`src/armCtrlSettings.svh`:
```
`ifndef ARM_CTRL_SETTINGS_SVH
`define ARM_CTRL_SETTINGS_SVH

// ==================================================
// Word and lane widths
// ==================================================
// Instruction and data word
`define ARM_XLEN   32
// Flags in N Z C V order
`define ARM_NFLAGS 4
// Byte lanes per word and the address bits that pick one
`define ARM_BYTES  4
`define ARM_BOFF_W 2

// ==================================================
// Instruction fields
// ==================================================
`define ARM_REG_W  4
`define ARM_OP2_W  12
`define ARM_PC_IDX 15

`endif

```
`src/armIsaPkg.sv`:
```
`include "armCtrlSettings.svh"

package armIsaPkg;

  // Condition field, odd codes invert the even one below
  typedef enum logic [3:0] {
    EQ, NE, CS, CC, MI, PL, VS, VC,
    HI, LS, GE, LT, GT, LE, AL, NV
  } condT;

  // Data-processing opcodes, bits [24:21]
  typedef enum logic [3:0] {
    AND, EOR, SUB, RSB, ADD, ADC, SBC, RSC,
    TST, TEQ, CMP, CMN, ORR, MOV, BIC, MVN
  } aluOpT;

  // Bits [27:26]
  typedef enum logic [1:0] {
    DATA, MEM, BRANCH, OTHER
  } instrClassT;

  // ==================================================
  // Instruction layouts
  // ==================================================
  typedef struct packed {
    condT                  cond;
    instrClassT            instrClass;
    logic                  immBit;     // Operand2 is a rotated immediate
    aluOpT                 opcode;
    logic                  s;          // Set flags
    logic [`ARM_REG_W-1:0] rn;
    logic [`ARM_REG_W-1:0] rd;
    logic [`ARM_OP2_W-1:0] operand2;
  } dpFormatT;

  typedef struct packed {
    condT                  cond;
    instrClassT            instrClass;
    logic                  regOff;     // Offset is a register
    logic                  p;          // Pre-index
    logic                  u;          // Add offset when set
    logic                  b;          // Byte access
    logic                  w;          // Write back base
    logic                  l;          // Load when set, store when clear
    logic [`ARM_REG_W-1:0] rn;
    logic [`ARM_REG_W-1:0] rd;
    logic [`ARM_OP2_W-1:0] offset;
  } memFormatT;

  // One Decode word, two readings; branch needs only cond and class
  typedef union packed {
    dpFormatT  dp;
    memFormatT mem;
  } instrU;

endpackage

```
`src/armPipePkg.sv`:
```
`include "armCtrlSettings.svh"

package armPipePkg;

  typedef struct packed {
    logic n;
    logic z;
    logic c;
    logic v;
  } flagsT;

  // D to E, ungated
  typedef struct packed {
    armIsaPkg::condT  cond;
    armIsaPkg::aluOpT aluControl;
    logic             aluSrc;
    logic             flagWrite;
    logic             branch;
    logic             memWrite;
    logic             memRead;
    logic             regWrite;
    logic             pcSrc;
    logic             isByte;
  } exCtrlT;

  // E to M, already gated by the condition
  typedef struct packed {
    logic                  memWrite;
    logic                  memRead;
    logic                  regWrite;
    logic                  pcSrc;
    logic [`ARM_BYTES-1:0] byteMask;
  } memCtrlT;

  // M to W
  typedef struct packed {
    logic  memRead;
    logic  regWrite;
    logic  pcSrc;
    logic  setFlags;
    flagsT flagsNext;
  } wbCtrlT;

  // Decode selects straight to the datapath
  typedef struct packed {
    logic [1:0] regSrc;
    logic [1:0] immSrc;
    logic       aluSrc;
  } decOutT;

endpackage

```
`src/armController.sv`:
```
`include "armCtrlSettings.svh"

module armController (
  input  logic                  clk,
  input  logic                  arstN,
  input  armIsaPkg::instrU      instrD,
  input  armPipePkg::flagsT     aluFlagsE,
  input  logic [`ARM_XLEN-1:0]  aluResultE,
  input  logic                  stallE,
  input  logic                  stallM,
  input  logic                  stallW,
  input  logic                  flushE,
  input  logic                  flushM,
  input  logic                  flushW,
  output armPipePkg::decOutT    decOut,
  output armIsaPkg::aluOpT      aluControlE,
  output logic                  aluSrcE,
  output logic                  branchTakenE,
  output logic                  memReadE,
  output logic                  memWriteM,
  output logic                  memReadM,
  output logic                  regWriteM,
  output logic [`ARM_BYTES-1:0] byteMaskM,
  output logic                  regWriteW,
  output logic                  memReadW,
  output logic                  pcSrcW,
  output armPipePkg::flagsT     flags,
  output logic                  pcWrPendingF
);
  import armPipePkg::*;

  exCtrlT  exCtrl;
  memCtrlT memCtrlM;
  wbCtrlT  wbCtrlM;
  logic    pcSrcD;
  logic    wbSetFlagsW;
  flagsT   wbFlagsW;

  decodeStage uDecode (.clk, .arstN, .instrD, .stallE, .flushE, .decOut, .exCtrl, .pcSrcD);

  executeStage uExecute (
    .clk, .arstN, .exCtrl, .aluFlagsE, .aluResultE,
    .committedFlags (flags),
    .wbSetFlagsW, .wbFlagsW, .stallM, .flushM,
    .aluControlE, .aluSrcE, .branchTakenE, .memReadE, .memCtrlM, .wbCtrlM
  );

  writebackStage uWriteback (
    .clk, .arstN, .wbCtrlM, .stallW, .flushW,
    .regWriteW, .memReadW, .pcSrcW, .wbSetFlagsW, .wbFlagsW, .flags
  );

  assign memWriteM = memCtrlM.memWrite;
  assign memReadM  = memCtrlM.memRead;
  assign regWriteM = memCtrlM.regWrite;
  assign byteMaskM = memCtrlM.byteMask;

  // PC write in flight from D, E or M, fetch must wait
  assign pcWrPendingF = pcSrcD | exCtrl.pcSrc | memCtrlM.pcSrc;

endmodule

```
`src/condUnit.sv`:
```
module condUnit (
  input  armIsaPkg::condT   cond,
  input  armPipePkg::flagsT flags,
  input  armPipePkg::flagsT aluFlags,
  input  logic              flagWrite,
  input  armIsaPkg::aluOpT  aluControl,
  output logic              condEx,
  output armPipePkg::flagsT flagsNext,
  output logic              noRegWrite
);
  import armIsaPkg::*;

  logic baseHit;   // Result of the even code of each pair

  // ==================================================
  // Condition table
  // ==================================================
  always_comb begin
    case (cond)
      EQ, NE:  baseHit = flags.z;
      CS, CC:  baseHit = flags.c;
      MI, PL:  baseHit = flags.n;
      VS, VC:  baseHit = flags.v;
      HI, LS:  baseHit = flags.c & ~flags.z;
      GE, LT:  baseHit = (flags.n == flags.v);
      GT, LE:  baseHit = ~flags.z & (flags.n == flags.v);
      default: baseHit = 1'b1;                       // AL, NV inverts it
    endcase
    condEx = baseHit ^ cond[0];                      // Odd code is the complement
  end

  // New flags only from an executed S instruction
  assign flagsNext = (flagWrite && condEx) ? aluFlags : flags;

  // Compare and test write only flags
  always_comb begin
    case (aluControl)
      TST, TEQ, CMP, CMN: noRegWrite = 1'b1;
      default:            noRegWrite = 1'b0;
    endcase
  end

endmodule

```
`src/decodeStage.sv`:
```
`include "armCtrlSettings.svh"

module decodeStage (
  input  logic               clk,
  input  logic               arstN,
  input  armIsaPkg::instrU   instrD,
  input  logic               stallE,
  input  logic               flushE,
  output armPipePkg::decOutT decOut,
  output armPipePkg::exCtrlT exCtrl,
  output logic               pcSrcD
);
  import armIsaPkg::*;
  import armPipePkg::*;

  exCtrlT exCtrlD;

  // ==================================================
  // Decode
  // ==================================================
  always_comb begin
    decOut             = '0;
    exCtrlD            = '0;
    exCtrlD.cond       = instrD.dp.cond;
    exCtrlD.aluControl = ADD;                        // Branch target and other forms
    case (instrD.dp.instrClass)
      DATA: begin
        decOut.aluSrc      = instrD.dp.immBit;       // Immediate or register operand2
        exCtrlD.aluControl = instrD.dp.opcode;
        exCtrlD.flagWrite  = instrD.dp.s;
        exCtrlD.regWrite   = 1'b1;
      end
      MEM: begin
        // Store reads rd as the second source
        decOut.regSrc      = instrD.mem.l ? 2'b00 : 2'b10;
        decOut.immSrc      = 2'b01;                  // 12-bit offset
        decOut.aluSrc      = ~instrD.mem.regOff;
        exCtrlD.aluControl = instrD.mem.u ? ADD : SUB;
        exCtrlD.memRead    = instrD.mem.l;
        exCtrlD.regWrite   = instrD.mem.l;
        exCtrlD.memWrite   = ~instrD.mem.l;
        exCtrlD.isByte     = instrD.mem.b;
      end
      BRANCH: begin
        decOut.regSrc  = 2'b01;                      // rn is the PC
        decOut.immSrc  = 2'b10;                      // 24-bit word offset
        decOut.aluSrc  = 1'b1;
        exCtrlD.branch = 1'b1;
      end
      default: ;                                     // Unsupported, no controls
    endcase
    exCtrlD.aluSrc = decOut.aluSrc;
    // PC changes on a branch or on a write to r15
    exCtrlD.pcSrc = (exCtrlD.regWrite && instrD.dp.rd == `ARM_REG_W'(`ARM_PC_IDX))
                    || exCtrlD.branch;
  end

  assign pcSrcD = exCtrlD.pcSrc;

  // ==================================================
  // D to E register
  // ==================================================
  always_ff @(posedge clk or negedge arstN) begin
    if (!arstN) begin
      exCtrl <= '0;
    end else if (!stallE) begin
      if (flushE) exCtrl <= '0;                      // Bubble
      else        exCtrl <= exCtrlD;
    end
  end

  // A data-processing word reaches E without any memory access pair
  assert property (@(posedge clk) disable iff (!arstN)
    (instrD.dp.instrClass == DATA && !stallE && !flushE)
    |=> !(exCtrl.memRead && exCtrl.memWrite));

endmodule

```
`src/executeStage.sv`:
```
`include "armCtrlSettings.svh"

module executeStage (
  input  logic                 clk,
  input  logic                 arstN,
  input  armPipePkg::exCtrlT   exCtrl,
  input  armPipePkg::flagsT    aluFlagsE,
  input  logic [`ARM_XLEN-1:0] aluResultE,
  input  armPipePkg::flagsT    committedFlags,
  input  logic                 wbSetFlagsW,
  input  armPipePkg::flagsT    wbFlagsW,
  input  logic                 stallM,
  input  logic                 flushM,
  output armIsaPkg::aluOpT     aluControlE,
  output logic                 aluSrcE,
  output logic                 branchTakenE,
  output logic                 memReadE,
  output armPipePkg::memCtrlT  memCtrlM,
  output armPipePkg::wbCtrlT   wbCtrlM
);
  import armPipePkg::*;

  logic    condEx;
  logic    noRegWrite;
  flagsT   flagsE;
  flagsT   flagsNextE;
  memCtrlT memCtrlE;
  wbCtrlT  wbCtrlE;

  // Newest pending flags win, M before W before the status register
  always_comb begin
    if (wbCtrlM.setFlags) flagsE = wbCtrlM.flagsNext;
    else if (wbSetFlagsW) flagsE = wbFlagsW;
    else                  flagsE = committedFlags;
  end

  condUnit uCond (
    .cond       (exCtrl.cond),
    .flags      (flagsE),
    .aluFlags   (aluFlagsE),
    .flagWrite  (exCtrl.flagWrite),
    .aluControl (exCtrl.aluControl),
    .condEx     (condEx),
    .flagsNext  (flagsNextE),
    .noRegWrite (noRegWrite)
  );

  // ==================================================
  // Condition gating
  // ==================================================
  always_comb begin
    memCtrlE.memWrite = exCtrl.memWrite & condEx;
    memCtrlE.memRead  = exCtrl.memRead & condEx;     // No stray read, could fault
    memCtrlE.regWrite = exCtrl.regWrite & condEx & ~noRegWrite;
    memCtrlE.pcSrc    = exCtrl.pcSrc & condEx;
    memCtrlE.byteMask = '0;
    if (memCtrlE.memWrite) begin
      if (exCtrl.isByte) memCtrlE.byteMask[aluResultE[`ARM_BOFF_W-1:0]] = 1'b1;
      else               memCtrlE.byteMask = '1;     // Full word
    end
    wbCtrlE.memRead   = memCtrlE.memRead;
    wbCtrlE.regWrite  = memCtrlE.regWrite;
    wbCtrlE.pcSrc     = memCtrlE.pcSrc;
    wbCtrlE.setFlags  = exCtrl.flagWrite & condEx;
    wbCtrlE.flagsNext = flagsNextE;
  end

  assign aluControlE  = exCtrl.aluControl;
  assign aluSrcE      = exCtrl.aluSrc;
  assign branchTakenE = exCtrl.branch & condEx;
  assign memReadE     = memCtrlE.memRead;

  // E to M register
  always_ff @(posedge clk or negedge arstN) begin
    if (!arstN) begin
      memCtrlM <= '0;
      wbCtrlM  <= '0;
    end else if (!stallM) begin
      if (flushM) begin
        memCtrlM <= '0;
        wbCtrlM  <= '0;
      end else begin
        memCtrlM <= memCtrlE;
        wbCtrlM  <= wbCtrlE;
      end
    end
  end

  // Held or flushed, M never carries lanes without a store
  assert property (@(posedge clk) disable iff (!arstN)
    !memCtrlM.memWrite |-> (memCtrlM.byteMask == '0));

endmodule

```
`src/writebackStage.sv`:
```
`include "armCtrlSettings.svh"

module writebackStage (
  input  logic               clk,
  input  logic               arstN,
  input  armPipePkg::wbCtrlT wbCtrlM,
  input  logic               stallW,
  input  logic               flushW,
  output logic               regWriteW,
  output logic               memReadW,
  output logic               pcSrcW,
  output logic               wbSetFlagsW,
  output armPipePkg::flagsT  wbFlagsW,
  output armPipePkg::flagsT  flags
);
  import armPipePkg::*;

  wbCtrlT                 wbCtrlW;
  logic [`ARM_NFLAGS-1:0] nzcvQ;   // NZCV field of the status register

  // M to W register
  always_ff @(posedge clk or negedge arstN) begin
    if (!arstN) begin
      wbCtrlW <= '0;
    end else if (!stallW) begin
      if (flushW) wbCtrlW <= '0;
      else        wbCtrlW <= wbCtrlM;
    end
  end

  // Commit once W moves on
  always_ff @(posedge clk or negedge arstN) begin
    if (!arstN)                                nzcvQ <= '0;
    else if (wbCtrlW.setFlags && !stallW) nzcvQ <= wbCtrlW.flagsNext;
  end

  assign regWriteW   = wbCtrlW.regWrite;
  assign memReadW    = wbCtrlW.memRead;
  assign pcSrcW      = wbCtrlW.pcSrc;
  assign wbSetFlagsW = wbCtrlW.setFlags;
  assign wbFlagsW    = wbCtrlW.flagsNext;
  assign flags       = flagsT'(nzcvQ);

endmodule
```
`config.mk`:
```
export PLATFORM = sky130hd
export DESIGN_NAME = armController
export DESIGN_NICKNAME = d
export VERILOG_FILES = /design/src/armIsaPkg.sv /design/src/armPipePkg.sv /design/src/armController.sv /design/src/condUnit.sv /design/src/decodeStage.sv /design/src/executeStage.sv /design/src/writebackStage.sv
export VERILOG_INCLUDE_DIRS = /design/src
export SDC_FILE = /design/constraint.sdc
export NUM_CORES = 1
export LEC_CHECK = 0
export ABC_AREA = 1
export BUFFER_PORTS_ARGS = -buffer_cell sky130_fd_sc_hd__buf_4
export CORE_MARGIN = 3
export CORE_UTILIZATION = 50
export DETAILED_ROUTE_END_ITERATION = 6
export PLACE_DENSITY = 0.88
export RECOVER_POWER = 25
export SLEW_MARGIN = 30
export SYNTH_ARGS = -nofsm -noshare
export SYNTH_HDL_FRONTEND = slang
export SYNTH_SLANG_ARGS = --single-unit
```
`constraint.sdc`:
```
create_clock -name clk -period 3.3 [get_ports clk]
set_input_delay 0.825 -clock clk [delete_from_list [all_inputs] [get_ports clk]]
set_output_delay 0.825 -clock clk [all_outputs]
set_load 0.01 [all_outputs]
```
==> run_results.csv, run 1 <==
group,metric,value,unit
clock_network,postCtsResizedCells,0,
placed_design,dp_hpwl,3.73,mm
synth,synth_top_area_frac,0.460,
critical_path,crit_path_start,"uExecute.wbCtrlM[4]$_DFFE_PN0N_",
clock_network,h-tree-depth,2,
timing,fin_tns_setup,0,ps
synth,seq_area_frac_synth,0.460,
power_and_ir_drop,seqPwrFrac,0.507,
global_route,track_usage,0.206,
synth,synthTopCellsByArea,"dfrtp_1 (46%), nand2_1 (13%), inv_1 (7.7%)",
detailed_routing,detail-route-antenna-nets,0,
die,rows,23,
timing,finalSetupViolCount,0,
timing,finalHoldViolations,0,
finish,n_antenna_cell,0,
timing,grt_setup_unrepaired,"false",
synth,yosys_warnings,0,
clock_network,clock_path_buffers,2,
power_and_ir_drop,sw_frac_of_total,0.291,
placed_design,dpl_cell_area,0.00262,sq mm
die,fp.coreArea,0.00414,sq mm
global_route,grt_max_degree,42,
synth,post_synth.cell_area_avg,8.02,sq um
global_route,antenna_found_initial,0,
clock_network,cts_tree,"built",
finish,finish.utilization,0.651,
finish,most-common-layout-cells,"nand2_1 (75), buf_4 (55), inv_1 (46)",
critical_path,cp.required,2470,ps
detailed_routing,drtPass1Iterations,4,
detailed_routing,drc_errors,0,
power_and_ir_drop,switchingPower,318,uW
timing,tightestPinTransition,2140,ps
min_path,min_from,"uExecute.wbCtrlM[2]$_DFFE_PN0N_",
synth,netlist_instances,278,
clock_network,clkTransAtPathRegs,70,ps
detailed_routing,vias_per_cell,5.15,
power_and_ir_drop,ir_drop,0.258,mV
finish,synthToLayoutAreaGrowth,21.0,%
synth,synth_cell_types,25,
job,drv_cap,1,
synth,syn_area,0.00223,sq mm
clock_network,cts.sinks,41,
placed_design,place_congestion,0.871,
global_route,grt-ovfl-total,0,
die,die_h,72.8,microns
timing,finClkSkew,6.33,ps
timing,setup_ws,457,ps
power_and_ir_drop,power_frac_comb,0.204,
power_and_ir_drop,intPower,776,uW
critical_path,reg2reg_depth,11,
timing,fin_crit,2840,ps
timing,fin_crit_sh,0.861,
critical_path,crit_path_start_kind,"flop",
finish,final_common_cell,"nand2_1",
critical_path,crit_type,"flop to primary output",
placed_design,post-place-ws,579,ps
status,violations,"capacitance limit, slew limit",
min_path,holdCritPathClass,"flop to flop",
detailed_routing,routed_wl,4.85,mm
synth,synth_seq_cells,41,
critical_path,crit_path_end_kind,"primary output",
global_route,grt_pass1_wl,8.42,mm
clock_network,postCtsHoldBufs,0,
die,die_w,72.8,microns
clock_network,post_cts_buffers,0,
timing,slew_headroom,-0.423,
status,outcome,"complete, but fails checks",
detailed_routing,initialDrtViolationCount,136,
timing,fmax,352,MHz
detailed_routing,num_vias,1941,
power_and_ir_drop,clock_power_share,0.289,
min_path,min_path_cells,2,
clock_network,cts_buffers,5,
die,initial_core_util,0.538,
finish,drive_gt1_frac,0.254,
synth,synth_fp_nets,359,
finish,num-nets-final,407,
die,io-pin-count,103,
critical_path,r2r-start,"uExecute.wbCtrlM[4]$_DFFE_PN0N_",
synth,synth_area_leader_cell,"dfrtp_1",
placed_design,numPortBuffers,56,
power_and_ir_drop,p_leak,1.46,nW
clock_network,root_buffer,"clkbuf_8",
critical_path,crit_arrival,2020,ps
power_and_ir_drop,p_per_area,406,mW/mm^2
die,die_area,0.00529,sq mm
clock_network,clock_latency,300,ps
detailed_routing,wire_per_inst,12.9,microns
timing,drv_slew,42,
finish,fin_area,0.00270,sq mm
critical_path,crit_fanout,8,
global_route,grt_pass1_vias,1915,
timing,timing.hold.ws,486,ps
layer usage:
metal	vias to the layer above	track usage	share of wire
met2	61	0.354	0.50
met3	7	0.0634	0.075
met1	901	0.239	0.41
met4	0	0.0799	0.014
li1	972	-	-
met5	-	0	0
Yosys cell counts:
master    count
nor2_4        2
buf_2         1
nand2_2       4
o21ai_1       1
o21ai_0      18
nand3_2       8
nand2_4       2
nand2_1      75
buf_4         9
nand3_4       1
nor3_1        3
a21oi_1       3
o22ai_1      15
ha_1          5
inv_1        46
o22ai_2       1
o211ai_1      2
nand4_1       5
clkbuf_1      5
nand3_1      17
or2_2         3
o31ai_1       1
dfrtp_1      41
nor2_1        8
inv_2         2
worst max-delay path, cell delays in order (launching register included):
cell	delay, ps
dfrtp_1	460
inv_2	190
nand3_2	140
nand3_1	120
nand2_2	80
nor2_4	150
nand2_2	90
nand2_4	100
nand2_4	80
inv_1	70
nand2_1	80
inv_1	60
buf_4	110
flip-flops by register name (all words and copies together), names as in the netlist:
register,cells
uWriteback.wbFlagsW,4
uWriteback.flags,4
uWriteback.pcSrcW,1
uWriteback.memReadW,1
uWriteback.wbSetFlagsW,1
uExecute.memCtrlM,5
uDecode.exCtrl,16
uExecute.wbCtrlM,8
uWriteback.regWriteW,1
power by group through the flow:
stage	logic, mW	clock network, mW	registers (mW)
3_5_place_dp	0.225	0	0.564
4_1_cts	0.226	0.322	0.554
6_report	0.224	0.316	0.554
5_1_grt	0.253	0.347	0.558
2_1_floorplan	0.135	0	0.563
3_3_place_gp	0.218	0	0.562
metrics by stage:
stage                     instances  power (mW)
after floorplan                 278       0.698
after global placement          369       0.780
after detailed placement        369       0.788
after CTS                       377        1.10
after global routing            377        1.16
final                           377        1.09
worst paths after layout:
kind / endpoint / slack (ps)
min in group asynchronous: uWriteback.pcSrcW$_DFFE_PN0N_ / 1150
worst max register to register: uExecute.memCtrlM[2]$_DFFE_PN0N_ / 1520
worst max-delay path: memReadE / 460
worst min register to register: uExecute.wbCtrlM[2]$_DFFE_PN0N_ / 490
max in group asynchronous: uExecute.memCtrlM[2]$_DFFE_PN0N_ / 940
worst min-delay path: uExecute.wbCtrlM[2]$_DFFE_PN0N_ / 490
area by class of cell:
class,count,area [sq um]
Clock buffer,8,80.1
Fill cell,359,1450
Inverter,48,180
Multi-Input combinational cell,174,931
Sequential cell,41,1030
Tap cell,50,62.6
Timing Repair Buffer,56,417
cells by family after synthesis:
group / count (synthesis) / synth area share
buf+inv: 63 / 0.122
simple gates: 128 / 0.282
fa+ha+maj: 5 / 0.0281
compound gates: 41 / 0.107
flops: 41 / 0.460
(Power assumes the default switching activity.)
==> inputs of run 2 (changes only) <==
PLACE_DENSITY = 0.85   (was 0.88)
==> run 2 against run 1 <==
  * The run still ends with capacitance limit, slew limit left
  * Global-route usage is 0.45 points lower
  * Total power is 0.83% higher
  * Cell count is 0.27% lower
  * Combinational power hardly changed
  * Wire length is 0.78% lower
  * Cell area is 0.23% higher
  * Count of clock-buffer cells in the layout is 1 lower
  * Worst hold slack worse by 4.2 ps
  * Register-to-register slack better by 20 ps
  * Largest cell class unchanged
  * Largest power group unchanged
==> run_results.csv, run 2 (synthesis gave the netlist of run 1 again) <==
group,metric,value,unit
status,outcome,"complete, but fails checks",
status,violations,"capacitance limit, slew limit",
finish,most-common-layout-cells,"nand2_1 (75), buf_4 (55), inv_1 (46)",
global_route,grt_pass1_vias,1913,
global_route,grt-ovfl-total,0,
timing,drv_slew,42,
global_route,grt_pass1_wl,8.35,mm
clock_network,postCtsResizedCells,0,
die,die_area,0.00529,sq mm
critical_path,crit_fanout,8,
detailed_routing,initialDrtViolationCount,107,
detailed_routing,drc_errors,0,
finish,finish.utilization,0.652,
timing,slew_headroom,-0.412,
power_and_ir_drop,ir_drop,0.191,mV
finish,synthToLayoutAreaGrowth,21.3,%
detailed_routing,num_vias,1908,
detailed_routing,routed_wl,4.81,mm
critical_path,cp_num_buf_inv,4,
timing,fin_crit_sh,0.868,
clock_network,root_buffer,"clkbuf_8",
job,drv_cap,1,
timing,grt_setup_unrepaired,"false",
timing,tightestPinTransition,2120,ps
finish,final_common_cell,"nand2_1",
die,initial_core_util,0.538,
clock_network,clkTransAtPathRegs,80,ps
detailed_routing,drtPass1Iterations,4,
global_route,antenna_found_initial,0,
placed_design,dp_hpwl,3.75,mm
placed_design,numPortBuffers,56,
global_route,track_usage,0.201,
detailed_routing,detail-route-antenna-nets,0,
die,rows,23,
finish,drive_gt1_frac,0.258,
finish,largest_registers,"uDecode.exCtrl x16, uExecute.wbCtrlM x8, uExecute.memCtrlM x5",
critical_path,crit_path_end_kind,"primary output",
critical_path,critPathSlowestCell,"dfrtp_1",
critical_path,crit_type,"flop to primary output",
die,die_h,72.8,microns
timing,finClkSkew,6.76,ps
global_route,grt_max_degree,42,
clock_network,cts_buffers,5,
clock_network,post_cts_buffers,0,
timing,fin_crit,2860,ps
critical_path,critPathTopFamily,"simple AND/OR/NAND/NOR gates",
power_and_ir_drop,p_leak,1.47,nW
clock_network,postCtsHoldBufs,0,
clock_network,clock_path_buffers,2,
finish,largest-register,"uDecode.exCtrl",
critical_path,cp.required,2470,ps
clock_network,cts_tree,"built",
die,fp.coreArea,0.00414,sq mm
timing,finalHoldViolations,0,
critical_path,crit_path_start_kind,"flop",
timing,fmax,349,MHz
critical_path,cp_cell_sequence,"inv_2, nand3_2, nand3_1, nand2_1, nor2_1, nand2_2, nand2_2, nand2_4, nand2_4, inv_1, nand2_1, inv_1, buf_4",
clock_network,h-tree-depth,2,
finish,largest_reg_flops,16,
min_path,holdCritPathClass,"flop to flop",
timing,finalSetupViolCount,0,
finish,num-nets-final,407,
finish,fin_area,0.00270,sq mm
placed_design,place_congestion,0.847,
power_and_ir_drop,p_per_area,408,mW/mm^2
detailed_routing,vias_per_cell,5.07,
clock_network,cts.sinks,41,
finish,n_antenna_cell,0,
die,die_w,72.8,microns
power_and_ir_drop,total_power,1.10,mW
die,io-pin-count,103,
critical_path,slowest_delay,460,ps
placed_design,dpl_cell_area,0.00262,sq mm
timing,fin_tns_setup,0,ps
critical_path,crit_arrival,2040,ps
clock_network,clock_latency,290,ps
detailed_routing,wire_per_inst,12.8,microns
-- run 2: changes by cell type in the layout (fill, tap and decap cells not counted) --
cell / before / now
clkbuf_1: 4 / 2
clkbuf_8: 5 / 6
-- run 2: layout make-up --
class | instances | area [sq um]
Sequential cell | 41 | 1030
Timing Repair Buffer | 56 | 417
Tap cell | 50 | 62.6
Multi-Input combinational cell | 174 | 931
Clock buffer | 7 | 86.3
Fill cell | 380 | 1440
Inverter | 48 | 180
-- run 2: worst register-to-register path, cell delays in order, from the launching register on --
cell and delay [ps]:
dfrtp_1 460, inv_2 190, nand3_2 130, nand3_1 110, nand2_2 70, nor2_4 150, nand2_2 90, nand2_4 100
nand2_4 80, nor2_4 140, nand3_1 90, nand2_1 100
-- run 2: through the flow --
stage,cells,setup slack (ps),hold WS (ps)
floorplan,278,834,446
global placement,369,585,459
detailed placement,369,584,470
CTS,376,439,486
global route,376,286,502
finish,376,436,482
-- run 2: metal layers --
layer	GRT usage	routed length (microns)	vias up
met5	0	0	-
met4	0.0512	39	0
met3	0.0579	268	5
met2	0.359	2440	43
met1	0.238	2050	882
li1	-	-	978
-- run 2: worst paths after layout --
check | from | endpoint | slack [ps] | cells past startpoint
max | uExecute.wbCtrlM[4]$_DFFE_PN0N_ | memReadE | 440 | 13
min | uDecode.exCtrl[8]$_DFFE_PN0N_ | uDecode.exCtrl[8]$_DFFE_PN0N_ | 480 | 2
max reg2reg | uExecute.wbCtrlM[4]$_DFFE_PN0N_ | uExecute.memCtrlM[1]$_DFFE_PN0N_ | 1540 | 11
min reg2reg | uDecode.exCtrl[8]$_DFFE_PN0N_ | uDecode.exCtrl[8]$_DFFE_PN0N_ | 480 | 2
max in group asynchronous | arstN | uExecute.memCtrlM[7]$_DFFE_PN0N_ | 950 | 1
min in group asynchronous | arstN | uWriteback.flags[2]$_DFFE_PN0P_ | 1140 | 1
-- run 2: where the power goes --
part / total, mW / switching [mW] / internal, mW / leakage [nW]
logic: 0.223 / 0.129 / 0.0940 / 0.867
clock network: 0.325 / 0.159 / 0.166 / 0.0443
registers: 0.555 / 0.0233 / 0.532 / 0.557
total: 1.10 / 0.312 / 0.791 / 1.47
==> inputs of run 3 (changes only) <==
CORE_ASPECT_RATIO = 0.75   (was not set)
CORE_UTILIZATION = 47   (was 50)
HOLD_SLACK_MARGIN = 0.05   (was not set)
PLACE_DENSITY = 0.8   (was 0.85)
clock period = 3.1 ns   (was 3.3 ns; I/O delays follow)
==> run 3 against run 2 <==
  * The run still ends with capacitance limit, slew limit left
  * Global-route usage shrank 2.0 points
  * Core utilization shrank 4.9 points
  * Sequential cell count is the same
  * Sequential share of layout area shrank 0.33 points
  * Count of clock-buffer cells in the layout is the same
  * Worst hold slack gained 4.8 ps
  * Critical endpoint unchanged
  * Largest power group unchanged
==> run_results.csv, run 3 (synthesis gave the netlist of run 1 again) <==
group,metric,value,unit
timing,fin_tns_setup,0,ps
timing,fin_crit,2820,ps
min_path,holdCritPathClass,"flop to flop",
power_and_ir_drop,seqPwrFrac,0.487,
die,rows,21,
global_route,track_usage,0.181,
critical_path,r2r-start,"uExecute.wbCtrlM[4]$_DFFE_PN0N_",
detailed_routing,detail-route-antenna-nets,0,
die,io-pin-count,103,
clock_network,clock_path_buffers,2,
status,violations,"capacitance limit, slew limit",
finish,largest_reg_flops,16,
clock_network,clock_latency,290,ps
finish,nFillCells,428,
finish,synthToLayoutAreaGrowth,22.3,%
timing,timing.hold.ws,487,ps
timing,grt_setup_unrepaired,"false",
critical_path,crit_path_start_kind,"flop",
detailed_routing,wire_per_inst,12.6,microns
critical_path,crit_arrival,2050,ps
detailed_routing,routed_wl,4.82,mm
timing,finClkSkew,3.64,ps
detailed_routing,vias_per_cell,4.93,
power_and_ir_drop,switchingPower,343,uW
timing,fmax,354,MHz
clock_network,post_cts_buffers,0,
timing,slew_headroom,-0.450,
global_route,grt_pass1_vias,1834,
die,die_h,65.6,microns
global_route,grt-ovfl-total,0,
timing,finalHoldViolations,0,
die,die_w,85.5,microns
global_route,grt_pass1_wl,8.07,mm
detailed_routing,drc_errors,0,
die,initial_core_util,0.493,
clock_network,cts_buffers,5,
placed_design,numPortBuffers,56,
finish,n_antenna_cell,0,
power_and_ir_drop,power_frac_comb,0.197,
detailed_routing,initialDrtViolationCount,82,
global_route,grt_max_degree,42,
clock_network,h-tree-depth,2,
finish,largest_registers,"uDecode.exCtrl x16, uExecute.wbCtrlM x8, uExecute.memCtrlM x5",
critical_path,cp.required,2320,ps
detailed_routing,drtPass1Iterations,4,
critical_path,crit_path_end_kind,"primary output",
clock_network,root_buffer,"clkbuf_8",
power_and_ir_drop,ir_drop,0.222,mV
detailed_routing,num_vias,1893,
clock_network,cts.sinks,41,
timing,drv_slew,42,
placed_design,place_congestion,0.855,
finish,largest-register,"uDecode.exCtrl",
clock_network,clkTransAtPathRegs,80,ps
job,drv_cap,1,
clock_network,cts_tree,"built",
power_and_ir_drop,p_leak,1.48,nW
finish,final_common_cell,"nand2_1",
critical_path,crit_fanout,8,
finish,most-common-layout-cells,"nand2_1 (75), buf_4 (55), inv_1 (46)",
power_and_ir_drop,clock_power_share,0.315,
placed_design,dp_hpwl,3.78,mm
die,fp.coreArea,0.00452,sq mm
die,die_area,0.00561,sq mm
timing,fin_crit_sh,0.911,
clock_network,postCtsHoldBufs,0,
min_path,min_from,"uExecute.memCtrlM[1]$_DFFE_PN0N_",
timing,tightestPinTransition,2180,ps
finish,num-nets-final,407,
power_and_ir_drop,intPower,867,uW
power_and_ir_drop,p_per_area,444,mW/mm^2
timing,finalSetupViolCount,0,
critical_path,crit_type,"flop to primary output",
finish,drive_gt1_frac,0.263,
critical_path,crit_path_start,"uExecute.wbCtrlM[4]$_DFFE_PN0N_",
status,outcome,"complete, but fails checks",
global_route,antenna_found_initial,0,
power_and_ir_drop,sw_frac_of_total,0.284,
clock_network,postCtsResizedCells,0,
## run 3: cell type report
type	count	area, sq um	area share
well taps	57	71.3	0.0262
multi-input cells	174	931	0.341
flip-flops and latches	41	1030	0.376
repair buffers	56	417	0.153
clock buffers	7	96.3	0.0353
clock inverters	1	5.00	0.00184
inverters	48	180	0.0661
## run 3: metal layers
metal,vias to the layer above,routed length [microns],track usage
met5,-,0,0
met4,0,34,0.0474
met3,3,281,0.0414
met2,52,2250,0.303
met1,868,2260,0.239
li1,970,-,-
## run 3: critical path, cell delays in order (launching register included)
cell and delay, ps:
dfrtp_1 460, inv_2 190, nand3_2 160, nand3_1 110, nand2_1 50, nor2_1 100, nand2_2 90, nand2_2 80
nand2_4 70, nand2_4 100, inv_1 60, nand2_1 100, inv_1 50, buf_4 130
## run 3: worst paths after layout
kind / cells past startpoint / endpoint / slack, ps
min: 2 / uExecute.memCtrlM[1]$_DFFE_PN0N_ / 490
min in group asynchronous: 1 / uWriteback.memReadW$_DFFE_PN0N_ / 1110
max in group asynchronous: 1 / uDecode.exCtrl[5]$_DFFE_PN0N_ / 740
max: 13 / memReadE / 280
min reg2reg: 2 / uExecute.memCtrlM[1]$_DFFE_PN0N_ / 490
max reg2reg: 11 / uExecute.memCtrlM[2]$_DFFE_PN0N_ / 1330
## run 3: metrics by stage
stage	instances	total power, mW	setup WS, ps	utilization	area [sq um]
6_report	384	1.21	276	0.603	2730
4_1_cts	384	1.22	257	0.604	2730
3_5_place_dp	376	0.841	468	0.582	2630
5_1_grt	384	1.28	99.5	0.603	2730
3_3_place_gp	376	0.833	487	0.582	2630
2_1_floorplan	278	0.744	734	-	2230
## run 3: power groups by stage
stage                     combinational [mW]  sequential (mW)  clock, mW
after floorplan                        0.144            0.600          0
after global placement                 0.235            0.599          0
after detailed placement               0.240            0.600          0
after CTS                              0.241            0.590      0.393
after global routing                   0.269            0.594      0.414
final                                  0.239            0.590      0.381
